**src/verilog/pet_defs.svh**
```systemverilog
`ifndef PET_DEFS_SVH
`define PET_DEFS_SVH

// Bus widths
`define PET_DATA_WIDTH     8
`define PET_CPU_ADDR_WIDTH 16
`define PET_RAM_ADDR_WIDTH 17
`define PET_WB_ADDR_WIDTH  18   // Top bit selects the register file

// System clocks per 1 MHz CPU cycle
`define PET_CPU_CYCLE      16
`define PET_CPU_PHASE      8    // CPU owns the bus from here to end of cycle
`define PET_GRANT_LAST     4    // Last phase a bridge access may start

// Register map
`define PET_REG_CPU_CTL    0

`endif

```
**src/verilog/pet_pkg.sv**
```systemverilog
`include "pet_defs.svh"

package pet_pkg;

    // One data byte on any bus
    typedef logic [`PET_DATA_WIDTH-1:0] data_t;

    // 6502 address
    typedef logic [`PET_CPU_ADDR_WIDTH-1:0] cpu_addr_t;

    // Board RAM address, 128 KiB
    typedef logic [`PET_RAM_ADDR_WIDTH-1:0] ram_addr_t;

    // Internal bus address
    typedef logic [`PET_WB_ADDR_WIDTH-1:0] wb_addr_t;

endpackage

```
**src/verilog/wb_bus_if.sv**
```systemverilog
`timescale 1ns/1ps

interface wb_bus_if;
    import pet_pkg::*;

    // Controller side
    wb_addr_t addr;
    data_t    wdata;
    logic     we;
    logic     strobe;
    logic     stall;
    logic     ack;
    data_t    rdata;

    // Per peripheral returns
    logic     ram_ack;
    data_t    ram_rdata;
    logic     ram_stall;
    logic     reg_ack;
    data_t    reg_rdata;

    // Only one peripheral answers a given strobe
    assign ack   = ram_ack | reg_ack;
    assign rdata = reg_ack ? reg_rdata : ram_rdata;
    assign stall = ram_stall;   // Register file never stalls

    modport controller (output addr, wdata, we, strobe, input stall, ack, rdata);

    modport ram_side (input addr, wdata, we, strobe, output ram_ack, ram_rdata, ram_stall);

    modport reg_side (input addr, wdata, we, strobe, output reg_ack, reg_rdata);

endinterface
```
**src/verilog/bus_timing.sv**
```systemverilog
`timescale 1ns/1ps
`include "pet_defs.svh"

module bus_timing (
    input  logic sys_clock_i,
    input  logic sys_rstn_i,
    output logic cpu_be_o,
    output logic cpu_clock_o,
    output logic grant_o
);
    localparam int PHASE_WIDTH = $clog2(`PET_CPU_CYCLE);

    logic [PHASE_WIDTH-1:0] phase_q;
    logic [PHASE_WIDTH-1:0] phase_next;
    logic                   cpu_half_q;   // Registered so the CPU clock pin is clean

    // Wraps at the end of each 1 MHz cycle
    assign phase_next = (phase_q == PHASE_WIDTH'(`PET_CPU_CYCLE - 1))
                      ? '0
                      : phase_q + 1'b1;

    always_ff @(posedge sys_clock_i or negedge sys_rstn_i) begin
        if (!sys_rstn_i) begin
            phase_q    <= '0;
            cpu_half_q <= 1'b0;
        end else begin
            phase_q    <= phase_next;
            cpu_half_q <= (phase_next >= PHASE_WIDTH'(`PET_CPU_PHASE));
        end
    end

    // PHI2 high while the 6502 owns the bus
    assign cpu_clock_o = cpu_half_q;
    assign cpu_be_o    = cpu_half_q;

    // Bridge may start accesses early in the cycle
    assign grant_o = (phase_q <= PHASE_WIDTH'(`PET_GRANT_LAST));

    a_grant_vs_cpu: assert property (
        @(posedge sys_clock_i) disable iff (!sys_rstn_i)
        !(grant_o && cpu_be_o)
    ) else $error("Bridge grant overlaps CPU bus phase");

endmodule

```
**src/verilog/cpu_bus_decoder.sv**
```systemverilog
`timescale 1ns/1ps

module cpu_bus_decoder (
    input  logic               cpu_be_i,
    input  logic               cpu_clock_i,
    input  logic               cpu_we_i,
    input  pet_pkg::cpu_addr_t cpu_addr_i,
    input  pet_pkg::ram_addr_t ctl_addr_i,
    input  logic               ctl_oe_i,
    input  logic               ctl_we_i,
    output pet_pkg::ram_addr_t ram_addr_o,
    output logic               ram_oe_o,
    output logic               ram_we_o,
    output logic               pia1_cs_o,
    output logic               pia2_cs_o,
    output logic               via_cs_o,
    output logic               crtc_cs_o,
    output logic               io_oe_o,
    output logic               cpu_addr_oe_o
);
    logic ram_en;    // 0000-8FFF including video RAM
    logic rom_en;    // 9000-E7FF
    logic io_page;   // E800-E8FF
    logic cpu_rd;
    logic cpu_wr;

    assign ram_en  = (cpu_addr_i[15:12] < 4'h9);
    assign rom_en  = !ram_en && (cpu_addr_i < 16'hE800);
    assign io_page = (cpu_addr_i[15:8] == 8'hE8);

    assign cpu_rd = cpu_be_i && !cpu_we_i;
    assign cpu_wr = cpu_be_i && cpu_we_i && cpu_clock_i;

    // ROM lives in RAM but is write protected
    assign ram_oe_o = cpu_be_i ? (cpu_rd && (ram_en || rom_en)) : ctl_oe_i;
    assign ram_we_o = cpu_be_i ? (cpu_wr && ram_en) : ctl_we_i;

    assign ram_addr_o    = cpu_be_i ? {1'b0, cpu_addr_i} : ctl_addr_i;
    assign cpu_addr_oe_o = !cpu_be_i;   // Bridge drives address lines

    // Peripherals each take 16 bytes of the IO page
    assign io_oe_o   = cpu_be_i && io_page;
    assign pia1_cs_o = io_oe_o && (cpu_addr_i[7:4] == 4'h1);
    assign pia2_cs_o = io_oe_o && (cpu_addr_i[7:4] == 4'h2);
    assign via_cs_o  = io_oe_o && (cpu_addr_i[7:4] == 4'h4);
    assign crtc_cs_o = io_oe_o && (cpu_addr_i[7:4] == 4'h8);

    // Sampled at the end of the CPU phase
    a_io_ram_oe: assert property (@(negedge cpu_clock_i) !(io_oe_o && ram_oe_o))
        else $error("IO and RAM OE both drive the bus");

    a_io_ram_we: assert property (@(negedge cpu_clock_i) !(io_oe_o && ram_we_o))
        else $error("IO and RAM WE active together");

    // Sampled at the end of the bridge phase
    a_io_needs_be: assert property (@(posedge cpu_clock_i) !io_oe_o || cpu_be_i)
        else $error("IO active while bridge owns the bus");

endmodule

```
**src/verilog/pet_bus_top.sv**
```systemverilog
`timescale 1ns/1ps

module pet_bus_top (
    input  logic               sys_clock_i,
    input  logic               sys_rstn_i,
    input  pet_pkg::cpu_addr_t cpu_addr_i,
    input  logic               cpu_we_i,
    input  pet_pkg::data_t     cpu_data_i,   // Shared data bus, also RAM read data
    input  logic               spi_cs_ni,
    input  logic               spi_sck_i,
    input  logic               spi_sd_i,
    output logic               cpu_be_o,
    output logic               cpu_clock_o,
    output logic               cpu_reset_o,
    output logic               cpu_ready_o,
    output logic               cpu_addr_oe_o,
    output pet_pkg::data_t     cpu_data_o,
    output logic               cpu_data_oe_o,
    output pet_pkg::ram_addr_t ram_addr_o,
    output logic               ram_oe_o,
    output logic               ram_we_o,
    output logic               pia1_cs_o,
    output logic               pia2_cs_o,
    output logic               via_cs_o,
    output logic               crtc_cs_o,
    output logic               io_oe_o,
    output logic               spi_sd_o,
    output logic               spi_stall_o
);
    import pet_pkg::*;

    ram_addr_t ctl_addr;   // Bridge RAM request
    logic      ctl_oe;
    logic      ctl_we;
    logic      grant;

    wb_bus_if bus ();

    bus_timing u_timing (
        .sys_clock_i (sys_clock_i),
        .sys_rstn_i  (sys_rstn_i),
        .cpu_be_o    (cpu_be_o),
        .cpu_clock_o (cpu_clock_o),
        .grant_o     (grant)
    );

    spi_bridge u_spi (
        .sys_clock_i (sys_clock_i),
        .sys_rstn_i  (sys_rstn_i),
        .spi_cs_ni   (spi_cs_ni),
        .spi_sck_i   (spi_sck_i),
        .spi_sd_i    (spi_sd_i),
        .spi_sd_o    (spi_sd_o),
        .spi_stall_o (spi_stall_o),
        .bus         (bus.controller)
    );

    ram_bridge u_ram (
        .sys_clock_i   (sys_clock_i),
        .sys_rstn_i    (sys_rstn_i),
        .grant_i       (grant),
        .ram_data_i    (cpu_data_i),
        .ram_addr_o    (ctl_addr),
        .ram_oe_o      (ctl_oe),
        .ram_we_o      (ctl_we),
        .ram_data_o    (cpu_data_o),
        .ram_data_oe_o (cpu_data_oe_o),
        .bus           (bus.ram_side)
    );

    register_file u_regs (
        .sys_clock_i (sys_clock_i),
        .sys_rstn_i  (sys_rstn_i),
        .cpu_reset_o (cpu_reset_o),
        .cpu_ready_o (cpu_ready_o),
        .bus         (bus.reg_side)
    );

    cpu_bus_decoder u_decode (
        .cpu_be_i      (cpu_be_o),
        .cpu_clock_i   (cpu_clock_o),
        .cpu_we_i      (cpu_we_i),
        .cpu_addr_i    (cpu_addr_i),
        .ctl_addr_i    (ctl_addr),
        .ctl_oe_i      (ctl_oe),
        .ctl_we_i      (ctl_we),
        .ram_addr_o    (ram_addr_o),
        .ram_oe_o      (ram_oe_o),
        .ram_we_o      (ram_we_o),
        .pia1_cs_o     (pia1_cs_o),
        .pia2_cs_o     (pia2_cs_o),
        .via_cs_o      (via_cs_o),
        .crtc_cs_o     (crtc_cs_o),
        .io_oe_o       (io_oe_o),
        .cpu_addr_oe_o (cpu_addr_oe_o)
    );

endmodule

```
**src/verilog/ram_bridge.sv**
```systemverilog
`timescale 1ns/1ps
`include "pet_defs.svh"

module ram_bridge (
    input  logic              sys_clock_i,
    input  logic              sys_rstn_i,
    input  logic              grant_i,
    input  pet_pkg::data_t    ram_data_i,
    output pet_pkg::ram_addr_t ram_addr_o,
    output logic              ram_oe_o,
    output logic              ram_we_o,
    output pet_pkg::data_t    ram_data_o,
    output logic              ram_data_oe_o,
    wb_bus_if.ram_side        bus
);
    import pet_pkg::*;

    typedef enum logic [1:0] {
        st_idle,
        st_wait_grant,
        st_access,    // Second RAM cycle
        st_finish     // Ack cycle
    } state_t;

    state_t    state_q;
    ram_addr_t addr_q;
    data_t     wdata_q;
    data_t     rdata_q;
    logic      we_q;
    logic      drive;

    always_ff @(posedge sys_clock_i or negedge sys_rstn_i) begin
        if (!sys_rstn_i) begin
            state_q <= st_idle;
        end else begin
            case (state_q)
                st_idle: if (bus.strobe && !bus.addr[`PET_WB_ADDR_WIDTH-1]) begin
                    state_q <= st_wait_grant;
                end
                st_wait_grant: if (grant_i) state_q <= st_access;   // First RAM cycle
                st_access:     state_q <= st_finish;
                default:       state_q <= st_idle;
            endcase
        end
    end

    // Request and read data
    always_ff @(posedge sys_clock_i) begin
        if (state_q == st_idle && bus.strobe) begin
            addr_q  <= bus.addr[`PET_RAM_ADDR_WIDTH-1:0];
            wdata_q <= bus.wdata;
            we_q    <= bus.we;
        end
        if (state_q == st_access) rdata_q <= ram_data_i;
    end

    // Two RAM cycles starting in the first granted phase
    assign drive = (state_q == st_wait_grant && grant_i) || state_q == st_access;

    assign ram_addr_o    = addr_q;
    assign ram_oe_o      = drive && !we_q;
    assign ram_we_o      = drive && we_q;
    assign ram_data_o    = wdata_q;
    assign ram_data_oe_o = drive && we_q;

    assign bus.ram_stall = (state_q != st_idle);
    assign bus.ram_ack   = (state_q == st_finish);
    assign bus.ram_rdata = rdata_q;

    a_oe_we_excl: assert property (
        @(posedge sys_clock_i) disable iff (!sys_rstn_i)
        !(ram_oe_o && ram_we_o)
    ) else $error("RAM OE and WE both high");

    a_in_window: assert property (
        @(posedge sys_clock_i) disable iff (!sys_rstn_i)
        (ram_oe_o || ram_we_o) |-> (grant_i || $past(ram_oe_o || ram_we_o))
    ) else $error("RAM access started outside grant window");

endmodule

```
**src/verilog/register_file.sv**
```systemverilog
`timescale 1ns/1ps
`include "pet_defs.svh"

module register_file (
    input  logic       sys_clock_i,
    input  logic       sys_rstn_i,
    output logic       cpu_reset_o,
    output logic       cpu_ready_o,
    wb_bus_if.reg_side bus
);
    import pet_pkg::*;

    localparam int REG_BITS = `PET_WB_ADDR_WIDTH - 1;

    logic  hit;
    logic  ctl_sel;
    logic  ack_q;
    data_t rdata_q;

    assign hit     = bus.strobe && bus.addr[`PET_WB_ADDR_WIDTH-1];
    assign ctl_sel = (bus.addr[REG_BITS-1:0] == REG_BITS'(`PET_REG_CPU_CTL));

    always_ff @(posedge sys_clock_i or negedge sys_rstn_i) begin
        if (!sys_rstn_i) begin
            ack_q       <= 1'b0;
            cpu_ready_o <= 1'b0;
            cpu_reset_o <= 1'b1;   // Hold CPU until the MCU releases it
        end else begin
            ack_q <= hit;
            if (hit && bus.we && ctl_sel) begin
                cpu_ready_o <= bus.wdata[0];
                cpu_reset_o <= bus.wdata[1];
            end
        end
    end

    // Unmapped registers read as zero
    always_ff @(posedge sys_clock_i) begin
        if (hit) rdata_q <= ctl_sel ? data_t'({cpu_reset_o, cpu_ready_o}) : '0;
    end

    assign bus.reg_ack   = ack_q;
    assign bus.reg_rdata = rdata_q;

endmodule

```
**src/verilog/spi_bridge.sv**
```systemverilog
`timescale 1ns/1ps
`include "pet_defs.svh"

module spi_bridge (
    input  logic         sys_clock_i,
    input  logic         sys_rstn_i,
    input  logic         spi_cs_ni,
    input  logic         spi_sck_i,
    input  logic         spi_sd_i,
    output logic         spi_sd_o,
    output logic         spi_stall_o,
    wb_bus_if.controller bus
);
    import pet_pkg::*;

    localparam int FRAME_BITS = 32;

    logic [2:0] sck_sync_q;   // Extra stage for edge detect
    logic [1:0] cs_sync_q;
    logic [1:0] sd_sync_q;
    logic       sck_rise;
    logic       sck_fall;
    logic       cs_active;

    logic [FRAME_BITS-1:0]         frame_q;
    logic [$clog2(FRAME_BITS)-1:0] bit_count_q;
    logic                          frame_we;
    logic                          req_q;    // Frame complete, strobe not yet issued
    logic                          busy_q;   // Strobe issued, waiting for ack
    data_t                         rdata_q;
    data_t                         tx_q;

    // Bring the SPI pins into the system clock domain
    always_ff @(posedge sys_clock_i or negedge sys_rstn_i) begin
        if (!sys_rstn_i) begin
            sck_sync_q <= '0;
            cs_sync_q  <= '1;
            sd_sync_q  <= '0;
        end else begin
            sck_sync_q <= {sck_sync_q[1:0], spi_sck_i};
            cs_sync_q  <= {cs_sync_q[0], spi_cs_ni};
            sd_sync_q  <= {sd_sync_q[0], spi_sd_i};
        end
    end

    assign sck_rise  = sck_sync_q[1] && !sck_sync_q[2];
    assign sck_fall  = !sck_sync_q[1] && sck_sync_q[2];
    assign cs_active = !cs_sync_q[1];

    // Mode 0 samples MOSI on the rising edge, MSB first
    always_ff @(posedge sys_clock_i) begin
        if (cs_active && sck_rise) begin
            frame_q <= {frame_q[FRAME_BITS-2:0], sd_sync_q[1]};
        end
    end

    always_ff @(posedge sys_clock_i or negedge sys_rstn_i) begin
        if (!sys_rstn_i) begin
            bit_count_q <= '0;
            req_q       <= 1'b0;
            busy_q      <= 1'b0;
            rdata_q     <= '0;
        end else begin
            if (!cs_active) begin
                bit_count_q <= '0;   // Resync frame on CS high
            end else if (sck_rise) begin
                bit_count_q <= bit_count_q + 1'b1;
            end

            if (cs_active && sck_rise && bit_count_q == '1) begin
                req_q <= 1'b1;
            end else if (bus.strobe) begin
                req_q <= 1'b0;
            end

            if (bus.strobe) begin
                busy_q <= 1'b1;
            end else if (bus.ack) begin
                busy_q <= 1'b0;
            end

            // Keep the byte for the next frame's reply
            if (busy_q && bus.ack && !frame_we) begin
                rdata_q <= bus.rdata;
            end
        end
    end

    // MISO shifts on the falling edge and idles loaded with the last read byte
    always_ff @(posedge sys_clock_i) begin
        if (!cs_active) begin
            tx_q <= rdata_q;
        end else if (sck_fall) begin
            tx_q <= {tx_q[`PET_DATA_WIDTH-2:0], 1'b0};
        end
    end

    assign spi_sd_o = tx_q[`PET_DATA_WIDTH-1];

    // Frame is command, address high, address low, data
    assign frame_we   = frame_q[FRAME_BITS-1];
    assign bus.we     = frame_we;
    assign bus.addr   = frame_q[`PET_WB_ADDR_WIDTH+`PET_DATA_WIDTH-1:`PET_DATA_WIDTH];
    assign bus.wdata  = frame_q[`PET_DATA_WIDTH-1:0];
    assign bus.strobe = req_q && !bus.stall;

    assign spi_stall_o = req_q || busy_q;

    a_one_outstanding: assert property (
        @(posedge sys_clock_i) disable iff (!sys_rstn_i)
        bus.strobe |-> !busy_q
    ) else $error("Strobe issued before previous ack");

endmodule

```
**config.mk**
```make
export PLATFORM = sky130hd
export DESIGN_NAME = pet_bus_top
export DESIGN_NICKNAME = d
export VERILOG_FILES = /design/src/verilog/pet_pkg.sv /design/src/verilog/wb_bus_if.sv /design/src/verilog/bus_timing.sv /design/src/verilog/cpu_bus_decoder.sv /design/src/verilog/pet_bus_top.sv /design/src/verilog/ram_bridge.sv /design/src/verilog/register_file.sv /design/src/verilog/spi_bridge.sv
export VERILOG_INCLUDE_DIRS = /design/src /design/src/verilog
export SDC_FILE = /design/constraint.sdc
export NUM_CORES = 1
export LEC_CHECK = 0
export BUFFER_PORTS_ARGS = -buffer_cell sky130_fd_sc_hd__buf_2
export CAP_MARGIN = 30
export CORE_MARGIN = 10
export CORE_UTILIZATION = 40
export DETAILED_ROUTE_END_ITERATION = 6
export SLEW_MARGIN = 20
export SYNTH_ARGS = -nofsm -noshare
export SYNTH_HDL_FRONTEND = slang
export SYNTH_SLANG_ARGS = --single-unit
```
**constraint.sdc**
```tcl
create_clock -name sys_clock_i -period 3.9 [get_ports sys_clock_i]
set_input_delay 0.195 -clock sys_clock_i [delete_from_list [all_inputs] [get_ports sys_clock_i]]
set_output_delay 0.195 -clock sys_clock_i [all_outputs]
set_load 0.01 [all_outputs]
```
; ---- After elaboration in Yosys (flattened, before gate mapping)
; Cells that the tools add are included.
[op_classes]
add_sub_neg = 2
mul = 0
div = 0
n_lt_le_gt_ge = 4
n_eq_ne = 12
shifts = 0
mux = 16
n_bitwise = 1
reduce_logical = 47
[ops]
columns = op, count
row1 = $logic_and A1 B1 Y1, 26
row2 = $mux W8, 3
row3 = $logic_not A17 Y1, 1
row4 = $mux W17, 1
row5 = $lt A16 B16 Y1 const B, 1
row6 = $logic_not A1 Y1, 10
row7 = $mux W5, 2
row8 = $reduce_bool A2 Y1, 5
row9 = $eq A4 B4 Y1 const B, 2
row10 = $eq A8 B8 Y1 const B, 1
row11 = $mux W1, 6
row12 = $pmux W2 S3, 1
row13 = $add A5 B1 Y5 const B, 1
row14 = $eq A5 B5 Y1 const B, 1
row15 = $add A4 B1 Y4 const B, 1
row16 = $eq A2 B2 Y1 const B, 2
row17 = $eq A4 B1 Y1 const B, 1
row18 = $eq A4 B2 Y1 const B, 1
row19 = $eq A4 B3 Y1 const B, 1
row20 = $ge A4 B4 Y1 const B, 1
row21 = $le A4 B3 Y1 const B, 1
row22 = $lt A4 B4 Y1 const B, 1
row23 = $mux W2, 2
row24 = $mux W4, 1
row25 = 6 further kinds, 9
[word_totals]
ff_bits = 114
latchBits = 0
mem_bits_rw = 0
mem_bits_ro = 0
in_bits = 30
out_inout_bits = 40
word_cells = 103
n_memories = 0

; ---- Logic depth before layout (Yosys ltp)
[depth]
ltp_word = 6
mapped_depth = 6
depth_no_buf = 6

; ---- By module
; A second synthesis with hierarchy kept.
[unflattened]
hier_cells = 277
area_unflattened_um2 = 4486.8
[modules_own_cells]
columns = module, instances, cells_per_inst, area_per_inst_um2, seq_area_each_um2
row1 = spi_bridge, 1, 133, 2321.0, 1754.2
row2 = ram_bridge, 1, 53, 1223.7, 1071.0
row3 = cpu_bus_decoder, 1, 38, 327.8, 0.0
row4 = register_file, 1, 27, 292.8, 136.4
row5 = bus_timing, 1, 16, 183.9, 100.1
row6 = pet_bus_top, 1, 10, 137.6, 0.0

; ---- Worst setup path before layout
; No wires, ideal clock.
[synth_timing]
path_type = reg-to-reg
start = reg u_spi.cs_sync_q[1]
end = reg u_spi.frame_q[0] (enable)
setup_time_ns = 0.464
t_arrival_ns = 2.805
required_time_ns = 3.436
slack_ns = 0.632
path_stages_with_launch = 3
n_path_buf = 1
synth_period_minus_slack_ns = 3.268
cell_sequence = dfstp_2 -> clkbuf_1 -> nor3_1
[synth_between]
elab_chain_cells = 2
[synth_rtl]
columns = element, line_no
row1 = from (decl), spi_bridge.sv:19  ; logic [1:0] cs_sync_q;
row2 = from (signal assigned), spi_bridge.sv:41  ; cs_sync_q <= {cs_sync_q[0], spi_cs_ni};
row3 = $logic_not A1 Y1, spi_bridge.sv:48  ; assign cs_active = !cs_sync_q[1];
row4 = $logic_and A1 B1 Y1, spi_bridge.sv:52  ; if (cs_active && sck_rise) begin
row5 = to (signal assigned), spi_bridge.sv:53  ; frame_q <= {frame_q[FRAME_BITS-2:0], sd_sync_q[1]};
row6 = to (decl), spi_bridge.sv:25  ; logic [FRAME_BITS-1:0] frame_q;
; No other way between the ends.
; A chain may end at the register's enable or synchronous reset.

; ---- Final worst setup path
[layout_timing]
start = reg u_timing.cpu_half_q (netlist: u_timing.cpu_be_o)
end = out crtc_cs_o
[layout_between]
elab_chain_cells = 2
[layout_rtl]
columns = element, line_no
row1 = from (decl), bus_timing.sv:15  ; logic cpu_half_q;
row2 = from (signal assigned), bus_timing.sv:28  ; cpu_half_q <= (phase_next >= PHASE_WIDTH'(`PET_CPU_PHASE));
row3 = $logic_and A1 B1 Y1, cpu_bus_decoder.sv:42  ; assign io_oe_o = cpu_be_i && io_page;
row4 = $logic_and A1 B1 Y1, cpu_bus_decoder.sv:46  ; assign crtc_cs_o = io_oe_o && (cpu_addr_i[7:4] == 4'h8);
row5 = to (decl), pet_bus_top.sv:25  ; output logic crtc_cs_o,
; No other way between the ends.

==> flow_summary.toml <==
[clock_tree]
path_clk_slew_ns = 0.10
htreeDepth = 3
cts_tree = "yes"
cts_sinks = 107
clockRootBuffer = "clkbuf_8"
clk_latency_ns = 0.36
numCtsBuffers = 9
cts_buffer_depth = 2
cts_setup_buffers = 0

[yosys]
syn-mean-instance-area_um2 = 16.3
synth_edf_count = 76
synthArstFlopShare_pct = 29.0
synth_cell_types = 42
ys_seq_elements = 107
yosysWarnings = 0
synth-main-ff-cell = "edfxtp_1"
synth.net_count = 291
synth_seq_area_share_pct = 74.7
netlist_instances = 252
synthesis.area_um2 = 4100

[place]
io_buffers = 69
gp_congestion = 0.759
hpwl_mm = 5.37

[sta]
fin_crit_ns = 2.94
setup_viol = 0
clock_skew_ns = 0.0137
fin_crit_sh_pct = 75.3
fmax_mhz = 340
slew_headroom_pct = 40.5
worstMarginPinSlew_ns = 0.892
finalSetupTns_ns = 0
hold_viol = 0
drv_slew = 0
rsz0062_at_grt = "no"

[route]
drt.antenna.violating_nets = 0
routedWlPerCell_um = 15.6
firstDrtPassIters = 5
via_per_inst = 4.74
drt_iter0_markers = 115
drc = 0
wirelength_mm = 7.41
dr_total_vias = 2258

[worst_setup_path]
worstReg2RegStart = "u_timing.cpu_be_o"
r2r_cells = 4
endpoint = "crtc_cs_o"
worstSetupPathType = "reg2out"
start_kind = "flip-flop"
startpoint = "u_timing.cpu_be_o"
crit_arrival_ns = 2.74
worst_setup_path_end_kind = "primary output"
cp_max_fo = 25
regToRegSetupSlack_ns = 2.01
regToRegEndpoint = "u_ram.state_q[1]"
critPathRequiredTime_ns = 3.70

[cells_and_area]
drive_gt1_share_pct = 35.9
utilization_pct = 49.8
syn2layout_area_growth_pct = 20.0
diodes = 0
fill_cells = 858
mostFrequentLayoutCell = "edfxtp_1"
layout_common_cells = "edfxtp_1 (76), buf_2 (69), dfrtp_1 (28), mux2_2 (26), nand2_1 (21)"
layout.nets = 377

[min_path]
whs_path_depth = 0
hold_start = "u_spi.cs_sync_q[0]"
hp-class = "reg2reg"

[grt]
grtUsageTotal_pct = 10.4
grt_pass1_wl_mm = 12.0
grt_pass1_vias = 2316
antenna_found_initial = 0
grt_start_max_net_pins = 34
grt_overflow = 0

[floorplanning]
die_y_um = 121
initial_core_util_pct = 41.5
dieWidth_um = 121
core_area_um2 = 9860
ios = 70
die_area_um2 = 14700
rows = 36

[status]
status = "finished clean"

[pwr]
peakVddDrop_uv = 246
power.density_nw_per_um2 = 398
p_leak_nw = 1.98

[flow_run]
drv_cap = 0
## worst min-delay path by stage
stage	to	slack [ns]
finish	u_spi.cs_sync_q[1]	0.36
global placement	u_spi.rdata_q[7]	0.29
global route	u_spi.cs_sync_q[1]	0.36
floorplan	u_ram.state_q[0]	-0.10
detailed placement	u_spi.rdata_q[7]	0.29
CTS	u_spi.cs_sync_q[1]	0.36
## power breakdown
part	leakage (nW)	switching (mW)	total (mW)	internal, mW
Clock	0.0979	0.397	0.650	0.253
Sequential	1.10	0.0116	1.25	1.24
Combinational	0.777	0.0285	0.0570	0.0285
Total	1.98	0.437	1.96	1.52
## through the flow
stage | worst slack [ns] | instance area (um2) | hold WS, ns | power, mW | instances
CTS | 0.904 | 4920 | 0.358 | 1.99 | 476
floorplan | 0.632 | 4100 | -0.101 | 1.29 | 252
finish | 0.963 | 4920 | 0.356 | 1.96 | 476
global route | 0.777 | 4920 | 0.359 | 2.04 | 476
global placement | 1.41 | 4600 | 0.294 | 1.32 | 448
detailed placement | 1.31 | 4600 | 0.294 | 1.32 | 448
## cells in the mapped netlist (all sizes together), types with 2 or more instances
cell     n  area share [%]
a21o     2            0.37
mux2    26             7.1
nand2   21             1.9
nor4     3            0.46
nand3    2            0.37
mux2i    5             1.2
xor2     3            0.64
dfrtp   28              17
nor2b    3            0.46
ha       9             2.7
a31oi    2            0.31
dfstp    3             1.9
and2     4            0.61
nor2    11             1.0
inv      9            0.82
clkbuf   7            0.64
nand3b   6             1.1
nor3     4            0.49
o21ai    6            0.73
nor3b    3            0.55
edfxtp  76              56
and3     2            0.31
## sequential cells by signal, summed over array words and instances, names as in the netlist
signal                count
u_spi.frame_q            32
u_ram.ram_addr_o         17
u_ram.bus.ram_rdata       8
u_ram.ram_data_o          8
u_spi.rdata_q             8
u_spi.tx_q                8
u_spi.bit_count_q         5
u_spi.sck_sync_q          3
u_timing.phase_q          3
u_ram.state_q             2
u_regs.bus.reg_rdata      2
u_spi.cs_sync_q           2
u_spi.sd_sync_q           2
u_ram.we_q                1
u_regs.bus.reg_ack        1
u_regs.cpu_ready_o        1
u_regs.cpu_reset_o        1
u_spi.busy_q              1
u_spi.req_q               1
u_timing.cpu_be_o         1
## per-layer routing
| metal | vias up | GRT usage, % | share of wire, % |
|---|---|---|---|
| met1 | 1102 | 12.4 | 42 |
| li1 | 1097 | - | - |
| met4 | 0 | 4.25 | 2.0 |
| met3 | 11 | 3.96 | 5.4 |
| met5 | - | 0 | 0 |
| met2 | 48 | 16.7 | 50 |
## cell type report
class	count	area, um2	share of cell area, %
clock buffers	9	124	2.52
clock inverters	7	77.6	1.58
multi-input cells	128	973	19.8
inverters	9	33.8	0.687
repair buffers	83	480	9.77
flip-flops and latches	107	3060	62.3
well taps	133	166	3.38
## critical path: stages, from the launching register on
cell and delay [ns]:
dfrtp_1 0.94, inv_2 0.16, or4_4 0.59, or3_1 0.34, nor3b_1 0.19, buf_2 0.16
## cell families after synthesis
| group | count (synthesis) | share of synthesized area, % |
|---|---|---|
| fa+ha+maj | 9 | 2.75 |
| mux | 31 | 8.37 |
| compound gates | 17 | 2.81 |
| flops | 107 | 74.7 |
| xor+xnor | 4 | 0.855 |
| simple gates | 67 | 8.86 |
| buf+inv | 17 | 1.65 |
## what timing repair did
action / in CTS / in global routing
gates resized for setup: 0 / 0
hold buffers: 12 / 0
endpoints found under the hold margin: 39 / 0
(Power assumes the default switching activity.)
